===== src/lb_macros.svh =====
`ifndef LB_MACROS_SVH
`define LB_MACROS_SVH

// Bus geometry
`define LB_ADDR_W 24
`define LB_DATA_W 32
`define LB_PAGE_W 8
`define LB_SUBPAGE_W 12

// Address pages and regions
`define LB_PAGE_LOCAL 8'h05
`define LB_PAGE_RXDATA 8'h03
`define LB_SUBPAGE_RXCNT 12'h041
`define LB_MISS_WORD 32'hdeadbeef

// ASCII words "Hell", "o wo", "rld!", "(::)"
`define LB_HELLO_0 32'h48656c6c
`define LB_HELLO_1 32'h6f20776f
`define LB_HELLO_2 32'h726c6421
`define LB_HELLO_3 32'h283a3a29

// Direct write offsets in the low five address bits
`define LB_REG_LED_USER 5'd1
`define LB_REG_LED1_DF 5'd2
`define LB_REG_LED2_DF 5'd3
`define LB_REG_RX_HBANK 5'd5
`define LB_REG_MISC 5'd8

// Block sizes
`define LB_LED_CW 10
`define LB_MIRROR_AW 5
`define LB_RXCNT_AW 4
`define LB_RXCNT_DW 20

`endif


===== src/lb_pkg.sv =====
`include "lb_macros.svh"

package lb_pkg;

	// --------------------
	// Local bus request, one cycle wide
	// --------------------
	typedef struct packed {
		logic [`LB_ADDR_W-1:0] addr;
		logic                  strobe;
		// High for a read, low for a write
		logic                  rd;
		logic [`LB_DATA_W-1:0] wdata;
	} lb_req_t;

	// --------------------
	// Direct-write configuration
	// --------------------
	typedef struct packed {
		logic [1:0] led_user_mode;
		logic [7:0] led1_df;
		logic [7:0] led2_df;
		// Receive buffer bank select
		logic       rx_mac_hbank;
		// Split onto board control pins at the top
		logic [7:0] misc_config;
	} lb_cfg_t;

	// --------------------
	// Read-only diagnostics
	// --------------------
	typedef struct packed {
		logic [15:0] fault_count;
		logic [31:0] uptime;
		// MAC status, already in the bus clock domain
		logic        tx_mac_done;
		logic [1:0]  rx_buf_status;
	} lb_diag_t;

endpackage


===== src/lb_config_regs.sv =====
`timescale 1ns/1ns
`include "lb_macros.svh"

module lb_config_regs #(
	parameter logic [7:0] misc_config_default = 8'h00
) (
	input  logic            clk,
	input  logic            rst_n,
	input  lb_pkg::lb_req_t req,
	output lb_pkg::lb_cfg_t cfg,
	output logic            mirror_we
);

	logic                    local_write;
	logic [4:0]              wr_offset;
	logic [`LB_PAGE_W-1:0]   wr_page;

	// --------------------
	// Write decode
	// --------------------
	assign wr_page   = req.addr[`LB_ADDR_W-1 -: `LB_PAGE_W];
	assign wr_offset = req.addr[4:0];

	// Any write into the local page whether its offset is decoded or not
	assign local_write = req.strobe && !req.rd && (wr_page == `LB_PAGE_LOCAL);

	// The mirror takes every local write at the same edge as the registers
	assign mirror_we = local_write;

	// --------------------
	// Steering registers
	// --------------------
	always_ff @(posedge clk or negedge rst_n) begin
		if (!rst_n) begin
			cfg.led_user_mode <= 2'b00;
			cfg.led1_df       <= 8'h00;
			cfg.led2_df       <= 8'h00;
			// Upper receive bank selected out of reset
			cfg.rx_mac_hbank  <= 1'b1;
			cfg.misc_config   <= misc_config_default;
		end else if (local_write) begin
			case (wr_offset)
				`LB_REG_LED_USER: begin
					cfg.led_user_mode <= req.wdata[1:0];
				end
				`LB_REG_LED1_DF: begin
					cfg.led1_df <= req.wdata[7:0];
				end
				`LB_REG_LED2_DF: begin
					cfg.led2_df <= req.wdata[7:0];
				end
				`LB_REG_RX_HBANK: begin
					cfg.rx_mac_hbank <= req.wdata[0];
				end
				`LB_REG_MISC: begin
					cfg.misc_config <= req.wdata[7:0];
				end
				default: begin
					// Mirror only
				end
			endcase
		end
	end

	// --------------------
	// Checks
	// --------------------
	// An unknown control or address on a pulse would load an unknown register
	a_ctrl_known: assert property (
		@(posedge clk) disable iff (!rst_n)
		!$isunknown(req.strobe) && (!req.strobe || !$isunknown({req.rd, req.addr}))
	);

endmodule


===== src/lb_diag_status.sv =====
`timescale 1ns/1ns

module lb_diag_status (
	input  logic             clk,
	input  logic             rst_n,
	input  logic             xdomain_fault,
	input  logic             tx_mac_done,
	input  logic [1:0]       rx_mac_buf_status,
	input  logic             tick,
	output lb_pkg::lb_diag_t diag
);

	logic [15:0] fault_count;
	logic [31:0] uptime;
	logic        tx_mac_done_r;
	logic [1:0]  rx_mac_buf_status_r;

	// --------------------
	// Counters
	// --------------------
	// Expect a burst of faults while the clock trees start up
	always_ff @(posedge clk or negedge rst_n) begin
		if (!rst_n) begin
			fault_count <= '0;
			uptime      <= '0;
		end else begin
			if (xdomain_fault) begin
				fault_count <= fault_count + 1'b1;
			end
			if (tick) begin
				uptime <= uptime + 1'b1;
			end
		end
	end

	// MAC status into the bus clock domain
	always_ff @(posedge clk or negedge rst_n) begin
		if (!rst_n) begin
			tx_mac_done_r       <= 1'b0;
			rx_mac_buf_status_r <= 2'b00;
		end else begin
			tx_mac_done_r       <= tx_mac_done;
			rx_mac_buf_status_r <= rx_mac_buf_status;
		end
	end

	assign diag = '{fault_count: fault_count, uptime: uptime,
		tx_mac_done: tx_mac_done_r, rx_buf_status: rx_mac_buf_status_r};

endmodule


===== src/lb_mirror_ram.sv =====
`timescale 1ns/1ns
`include "lb_macros.svh"

module lb_mirror_ram (
	input  logic                  clk,
	input  lb_pkg::lb_req_t       req,
	input  logic                  we,
	output logic [`LB_DATA_W-1:0] rdata
);

	localparam int DEPTH = 1 << `LB_MIRROR_AW;

	logic [`LB_DATA_W-1:0]   mem [0:DEPTH-1];
	logic [`LB_MIRROR_AW-1:0] ram_addr;

	// Same low address bits for both ports
	assign ram_addr = req.addr[`LB_MIRROR_AW-1:0];

	// Write port
	always_ff @(posedge clk) begin
		if (we) begin
			mem[ram_addr] <= req.wdata;
		end
	end

	// Read port, lines up with read stage one
	always_ff @(posedge clk) begin
		rdata <= mem[ram_addr];
	end

endmodule


===== src/lb_read_mux.sv =====
`timescale 1ns/1ns
`include "lb_macros.svh"

module lb_read_mux (
	input  logic                    clk,
	input  logic                    rst_n,
	input  lb_pkg::lb_req_t         req,
	input  lb_pkg::lb_diag_t        diag,
	input  logic [`LB_RXCNT_DW-1:0] rx_cnt_data,
	input  logic [`LB_DATA_W-1:0]   mirror_data,
	input  logic [15:0]             rx_mac_data,
	output logic [`LB_DATA_W-1:0]   rdata
);

	logic                       do_rd;
	logic                       do_rd_r;
	logic [`LB_ADDR_W-1:0]      addr_r;
	logic [`LB_DATA_W-1:0]      bank_word;
	logic [`LB_PAGE_W-1:0]      page_r;
	logic [`LB_SUBPAGE_W-1:0]   subpage_r;

	assign do_rd = req.strobe && req.rd;

	// --------------------
	// Stage one
	// --------------------
	always_ff @(posedge clk or negedge rst_n) begin
		if (!rst_n) begin
			do_rd_r <= 1'b0;
		end else begin
			do_rd_r <= do_rd;
		end
	end

	always_ff @(posedge clk) begin
		addr_r <= req.addr;
	end

	// Bank slots 5 and 9 to f served removed functions and read zero
	always_ff @(posedge clk) begin
		if (do_rd) begin
			case (req.addr[3:0])
				4'h0: bank_word <= `LB_HELLO_0;
				4'h1: bank_word <= `LB_HELLO_1;
				4'h2: bank_word <= `LB_HELLO_2;
				4'h3: bank_word <= `LB_HELLO_3;
				4'h4: bank_word <= {16'h0000, diag.fault_count};
				4'h6: bank_word <= {31'h0, diag.tx_mac_done};
				4'h7: bank_word <= {30'h0, diag.rx_buf_status};
				4'h8: bank_word <= diag.uptime;
				default: bank_word <= '0;
			endcase
		end
	end

	// --------------------
	// Stage two
	// --------------------
	assign page_r    = addr_r[`LB_ADDR_W-1 -: `LB_PAGE_W];
	assign subpage_r = addr_r[`LB_ADDR_W-1 -: `LB_SUBPAGE_W];

	always_ff @(posedge clk or negedge rst_n) begin
		if (!rst_n) begin
			rdata <= '0;
		end else if (do_rd_r) begin
			if (page_r == '0 && addr_r[7:4] == 4'h0) begin
				rdata <= bank_word;
			end else if (page_r == `LB_PAGE_RXDATA) begin
				rdata <= {{(`LB_DATA_W-16){1'b0}}, rx_mac_data};
			end else if (subpage_r == `LB_SUBPAGE_RXCNT) begin
				rdata <= {{(`LB_DATA_W-`LB_RXCNT_DW){1'b0}}, rx_cnt_data};
			end else if (page_r == `LB_PAGE_LOCAL) begin
				rdata <= mirror_data;
			end else begin
				rdata <= `LB_MISS_WORD;
			end
		end
	end

	// Every source except the unreset mirror returns defined data
	a_rdata_known: assert property (
		@(posedge clk) disable iff (!rst_n)
		(do_rd_r && page_r != `LB_PAGE_LOCAL) |=> !$isunknown(rdata)
	);

endmodule


===== src/lb_slave_top.sv =====
`timescale 1ns/1ns
`include "lb_macros.svh"

module lb_slave_top #(
	parameter logic [7:0] misc_config_default = 8'h00
) (
	input  logic                  clk,
	input  logic                  rst_n,
	input  logic [`LB_ADDR_W-1:0] addr,
	input  logic                  control_strobe,
	input  logic                  control_rd,
	input  logic [`LB_DATA_W-1:0] data_out,
	input  logic                  xdomain_fault,
	input  logic                  tx_mac_done,
	input  logic [15:0]           rx_mac_data,
	input  logic [1:0]            rx_mac_buf_status,
	input  logic                  rx_category_s,
	input  logic [3:0]            rx_category,
	output logic [`LB_DATA_W-1:0] data_in,
	output logic                  rx_mac_hbank,
	output logic                  cfg_d02,
	output logic                  mmc_int,
	output logic                  allow_mmc_eth_config,
	output logic                  zest_pwr_en,
	output logic [3:0]            ext_config,
	output logic [1:0]            led_user_mode,
	output logic                  led1,
	output logic                  led2
);
	import lb_pkg::*;

	lb_req_t                  req;
	lb_cfg_t                  cfg;
	lb_diag_t                 diag;
	logic                     mirror_we;
	logic [`LB_DATA_W-1:0]    mirror_data;
	logic [`LB_RXCNT_DW-1:0]  rx_cnt_data;
	logic                     tick;

	assign req = '{addr: addr, strobe: control_strobe, rd: control_rd, wdata: data_out};

	lb_config_regs #(.misc_config_default(misc_config_default)) i_lb_config_regs (
		.clk(clk), .rst_n(rst_n), .req(req), .cfg(cfg), .mirror_we(mirror_we)
	);

	lb_mirror_ram i_lb_mirror_ram (
		.clk(clk), .req(req), .we(mirror_we), .rdata(mirror_data)
	);

	rx_category_counter i_rx_category_counter (
		.clk(clk), .rst_n(rst_n), .inc(rx_category_s), .inc_addr(rx_category),
		.read_addr(addr[`LB_RXCNT_AW-1:0]), .read_data(rx_cnt_data)
	);

	led_pwm i_led_pwm (
		.clk(clk), .rst_n(rst_n), .led1_df(cfg.led1_df), .led2_df(cfg.led2_df),
		.led1(led1), .led2(led2), .tick(tick)
	);

	lb_diag_status i_lb_diag_status (
		.clk(clk), .rst_n(rst_n), .xdomain_fault(xdomain_fault),
		.tx_mac_done(tx_mac_done), .rx_mac_buf_status(rx_mac_buf_status),
		.tick(tick), .diag(diag)
	);

	lb_read_mux i_lb_read_mux (
		.clk(clk), .rst_n(rst_n), .req(req), .diag(diag), .rx_cnt_data(rx_cnt_data),
		.mirror_data(mirror_data), .rx_mac_data(rx_mac_data), .rdata(data_in)
	);

	// Board pins
	assign led_user_mode        = cfg.led_user_mode;
	assign rx_mac_hbank         = cfg.rx_mac_hbank;
	assign cfg_d02              = cfg.misc_config[0];
	assign mmc_int              = cfg.misc_config[1];
	assign allow_mmc_eth_config = cfg.misc_config[2];
	assign zest_pwr_en          = cfg.misc_config[3];
	assign ext_config           = cfg.misc_config[7:4];

endmodule


===== src/led_pwm.sv =====
`timescale 1ns/1ns
`include "lb_macros.svh"

module led_pwm (
	input  logic       clk,
	input  logic       rst_n,
	input  logic [7:0] led1_df,
	input  logic [7:0] led2_df,
	output logic       led1,
	output logic       led2,
	output logic       tick
);

	logic [`LB_LED_CW-1:0] led_cc;
	logic [`LB_LED_CW:0]   cc_next;
	logic [`LB_LED_CW-1:0] thresh1;
	logic [`LB_LED_CW-1:0] thresh2;

	// Carry out of the counter marks the wrap
	assign cc_next = {1'b0, led_cc} + 1'b1;

	// Duty factor in steps of four counts
	assign thresh1 = {led1_df, 2'b00};
	assign thresh2 = {led2_df, 2'b00};

	// --------------------
	// Counter and compare
	// --------------------
	always_ff @(posedge clk or negedge rst_n) begin
		if (!rst_n) begin
			led_cc <= '0;
			tick   <= 1'b0;
			led1   <= 1'b0;
			led2   <= 1'b0;
		end else begin
			{tick, led_cc} <= cc_next;
			led1 <= (led_cc < thresh1);
			led2 <= (led_cc < thresh2);
		end
	end

endmodule


===== src/rx_category_counter.sv =====
`timescale 1ns/1ns
`include "lb_macros.svh"

module rx_category_counter (
	input  logic                    clk,
	input  logic                    rst_n,
	input  logic                    inc,
	input  logic [`LB_RXCNT_AW-1:0] inc_addr,
	input  logic [`LB_RXCNT_AW-1:0] read_addr,
	output logic [`LB_RXCNT_DW-1:0] read_data
);

	localparam int NCNT = 1 << `LB_RXCNT_AW;

	logic [`LB_RXCNT_DW-1:0] cnt [0:NCNT-1];

	// --------------------
	// Per-category counters
	// --------------------
	always_ff @(posedge clk or negedge rst_n) begin
		if (!rst_n) begin
			for (int i = 0; i < NCNT; i++) begin
				cnt[i] <= '0;
			end
		end else if (inc) begin
			// Wraps silently at full scale
			cnt[inc_addr] <= cnt[inc_addr] + 1'b1;
		end
	end

	// Registered read port
	always_ff @(posedge clk) begin
		read_data <= cnt[read_addr];
	end

	// A bad category index would corrupt an unknown counter
	a_inc_addr_known: assert property (
		@(posedge clk) disable iff (!rst_n)
		inc |-> !$isunknown(inc_addr)
	);

endmodule


===== config.mk =====
export PLATFORM = sky130hd
export DESIGN_NAME = lb_slave_top
export DESIGN_NICKNAME = d
export VERILOG_FILES = /design/src/lb_pkg.sv /design/src/lb_config_regs.sv /design/src/lb_diag_status.sv /design/src/lb_mirror_ram.sv /design/src/lb_read_mux.sv /design/src/lb_slave_top.sv /design/src/led_pwm.sv /design/src/rx_category_counter.sv
export VERILOG_INCLUDE_DIRS = /design/src
export SDC_FILE = /design/constraint.sdc
export NUM_CORES = 2
export LEC_CHECK = 0
export BUFFER_PORTS_ARGS = -buffer_cell sky130_fd_sc_hd__buf_4
export CORE_MARGIN = 4
export CORE_UTILIZATION = 30
export CTS_BUF_LIST = sky130_fd_sc_hd__clkbuf_8
export DETAILED_ROUTE_END_ITERATION = 10
export GPL_ROUTABILITY_DRIVEN = 0
export PLACE_DENSITY = 0.4
export SLEW_MARGIN = 25
export SYNTH_ARGS = -nofsm -noshare
export SYNTH_HDL_FRONTEND = slang
export SYNTH_HIERARCHICAL = 1
export SYNTH_SLANG_ARGS = --single-unit

===== constraint.sdc =====
create_clock -name clk -period 4.5 [get_ports clk]
set_clock_uncertainty 0.1 [all_clocks]
set_input_delay 0.225 -clock clk [delete_from_list [all_inputs] [get_ports clk]]
set_output_delay 0.225 -clock clk [all_outputs]
set_load 0.05 [all_outputs]

==> flow_summary_export.csv <==
group,metric,value,unit
yosys,avgSynthCellArea,15.4,sq um
die,dieArea,224000,sq um
run_status,run_status,"complete, no violations",
cts,clkSlewWorstSetupHoldPaths,0.06,ns
global_route,antenna_found_initial,26,
yosys,synth_seq_cells,1568,
yosys,syn_inst,4231,
cts,clk_latency,1.00,ns
setup_path,cp-start-kind,"primary input",
global_route,grt_pass1_vias,40327,
yosys,yosysWarnings,6,
power_and_ir_drop,ir_worst_vdd,0.315,mV
place,port_buffers,125,
timing,period_share,79.4,%
cells_and_area,stdcell_count,7744,
routing,num_vias,38718,
setup_path,r2r_cells,11,
yosys,async_flop_share,28.3,%
routing,drt_iter0_drc,2780,
cells_and_area,layout_common_cells,"edfxtp_1, mux2i_1, dfrtp_1",
setup_path,arrival,4.35,ns
cts,cts_setup_buffers,0,
cells_and_area,area_growth,18.5,%
timing,rsz0062_at_grt,"false",
cells_and_area,final_common_cell,"edfxtp_1",
cts,cts_inserted_buffers,303,
timing,clock.fmax,0.280,GHz
setup_path,worst-setup-path-type,"in2reg",
setup_path,slowest_delay,0.64,ns
setup_path,cp_num_cells,13,
die,io-pin-count,130,
power_and_ir_drop,power.density,442,nW/um^2
routing,ant_nets,0,
die,core,215000,sq um
yosys,synth_ff_type,"edfxtp_1",
timing,fin_crit,3.57,ns
setup_path,crit_path_max_fanout,17,
setup_path,slowest_stage,"and2_1",
yosys,synth_nets,4334,
setup_path,timing.rr.start,"i_rx_category_counter/cnt[200]",
flow_run,drv_cap,0,
routing,vias_per_cell,5.00,
global_route,overflow,0,
setup_path,crit_start,"rx_category[2]",
setup_path,crit_end,"i_rx_category_counter/cnt[39]",
global_route,grt_max_degree,109,
setup_path,reg2reg_slack,1.22,ns
setup_path,r2r_end,"i_rx_category_counter/cnt[39]",
yosys,ys_types,87,
cts,root_buffer,"clkbuf_8",
yosys,synth-edff-count,1056,
timing,setup_tns,0,ns
setup_path,path_delay_family,"buffers and inverters",
routing,wl,212000,um
yosys,ys_seq_area_share,68.0,%
global_route,grt.total_usage,18.7,%
timing,max_slew_margin,31.6,%
cts,cts.sinks,1568,
routing,drc,0,
setup_path,critPathBufInv,5,
setup_path,cp.required,5.28,ns
cells_and_area,layout-drive-gt1-share,20.8,%
die,die_x,474,um
timing,slew_viol_final,0,
cts,htree_levels,5,
place,hpwlAfterDp,123000,um
timing,hold_slack,0.132,ns
cells_and_area,fin_nets,4782,
timing,final_hold_viol_count,0,
die,start_util,30.2,%
setup_path,path_cells,"dlygate4sd3_1 -> buf_4 -> and2_1 -> buf_4 -> a22oi_1 -> nand2_1 -> nand4_4 -> nor3_4 -> nand3_2 -> xor2_2 -> buf_4 -> a21oi_2 -> dlygate4sd3_1",
cts,clockBufferDepth,4,
setup_path,path_common_cell,"buf_4",
routing,drt_first_pass_iters,5,
yosys,syn-cell-area,65000,sq um
timing,setup_viol,0,
place,dpl.cell_count,7065,
die,rows,170,
power_and_ir_drop,leakage,28.7,nW
die,die_y,474,um
global_route,grt_pass1_wl,301000,um
routing,wl_per_cell,27.4,um
timing,worstMarginPinSlew,1.02,ns
setup_path,crit_path_end_kind,"flip-flop",
cts,cts_tree,"done",
cts,cts_resized,0,
worst_hold_path,hp-class,"in2reg",
## registers in the layout, indices dropped and copies added (netlist names), 2 cells and up
register and flops:
i_lb_diag_status/rx_mac_buf_status_r 2, i_led_pwm/led_cc 10, i_lb_read_mux/addr_r 16, i_lb_read_mux/rdata 32
i_rx_category_counter/read_data 20, i_rx_category_counter/cnt 320, i_lb_config_regs/cfg 27, i_lb_mirror_ram/mem 1024
i_lb_read_mux/bank_word 32, i_lb_diag_status/fault_count 16, i_lb_diag_status/uptime 32, i_lb_mirror_ram/rdata 32
## where the power goes
part           internal (mW)  leakage [nW]  switching [mW]
Sequential              16.4          15.7           0.700
Combinational           1.76          9.81            2.15
Clock                   6.99          3.20            6.04
## layer usage
layer | wire length (um) | share of wire, % | up-vias | global-route usage, %
li1 | - | - | 17335 | -
met2 | 101000 | 47 | 911 | 30.1
met3 | 8790 | 4.1 | 393 | 3.07
met1 | 95500 | 45 | 20071 | 25.5
met5 | 54 | 0.025 | - | 0
met4 | 7210 | 3.4 | 8 | 6.91
## timing repair
item,in CTS,in global routing
endpoints found under the setup margin,0,0
hold buffers,147,0
hold endpoints to repair,1785,0
## synthesized netlist by cell type, types with 8 or more instances
cell type / count / area share [%]
a21oi_1: 135 / 1.0
a21oi_2: 12 / 0.16
a221o_1: 11 / 0.17
a221oi_1: 9 / 0.12
a22oi_1: 42 / 0.49
a31oi_1: 13 / 0.13
and3_1: 13 / 0.13
buf_1: 11 / 0.064
buf_2: 104 / 0.80
buf_4: 11 / 0.13
buf_6: 31 / 0.54
clkbuf_1: 130 / 0.75
dfrtp_1: 443 / 17
dfxtp_1: 68 / 2.1
edfxtp_1: 1056 / 49
ha_1: 18 / 0.35
inv_1: 18 / 0.10
mux2_2: 45 / 0.78
mux2i_1: 512 / 7.9
mux4_1: 11 / 0.44
mux4_2: 172 / 6.0
nand2_1: 294 / 1.7
nand2b_1: 13 / 0.13
nand3_1: 26 / 0.20
nand4_1: 28 / 0.27
nor2_1: 199 / 1.1
nor2b_1: 14 / 0.13
nor3_1: 13 / 0.10
nor4_1: 66 / 0.64
o21a_1: 28 / 0.32
o21ai_0: 167 / 1.3
o21ai_1: 35 / 0.27
o21ai_2: 8 / 0.11
o22ai_1: 270 / 2.6
or3_1: 11 / 0.11
xnor2_1: 43 / 0.58
xor2_1: 18 / 0.24
## per-stage QoR
stage	worst slack (ns)	util, %	area, sq um	total power, mW
final	0.929	35.8	77000	34.0
after global routing	0.801	35.8	77000	35.7
after CTS	1.06	35.8	77000	34.6
after detailed placement	0.534	32.6	70000	21.2
after global placement	0.566	32.6	70000	21.1
after floorplan	0.212	-	65000	19.7
## worst reg2reg max path: stages, from the launching register on
cell	delay, ns
dfrtp_1	0.38
mux4_2	0.26
a22oi_1	0.08
nand2_2	0.16
buf_4	0.26
nand4_4	0.24
nor3_4	0.41
nand3_2	0.22
xor2_2	0.16
buf_4	0.26
a21oi_2	0.09
dlygate4sd3_1	0.57
## worst min-delay path by stage
stage	cells past startpoint	startpoint	slack, ns	endpoint
4_1_cts	2	data_out[29]	0.0007	i_lb_mirror_ram/mem[25][29]
5_1_grt	2	data_out[10]	0.06	i_lb_mirror_ram/mem[8][10]
6_report	2	data_out[29]	0.13	i_lb_mirror_ram/mem[25][29]
3_5_place_dp	1	rst_n	0.20	i_rx_category_counter/cnt[39]
2_1_floorplan	0	rst_n	-0.17	i_lb_config_regs/cfg[0]
3_3_place_gp	1	rst_n	0.20	i_rx_category_counter/cnt[39]
## cells by family (layout without fill, tap and decap cells)
family                   count (synthesis)  after routing  share of synthesized area, %
adder cells (fa/ha/maj)                 18             18                         0.346
XOR/XNOR                                72             72                          1.10
AO/OA/AOI/OAI                          760            760                          7.09
other                                    0             20                             0
buffers and inverters                  313            968                          2.54
AND/OR/NAND/NOR                        759            759                          5.88
flip-flops                            1568           1568                          68.0
multiplexers                           741            741                          15.1
## final cells by class
class	count	area, sq um
multi-input cells	2350	19600
fillers	20748	138000
repair buffers	436	4100
flip-flops and latches	1568	44200
clock buffers	335	4610
inverters	20	75.1
clock inverters	177	825
well taps	2838	3550
diodes	20	50.0
(Power assumes the default switching activity.)
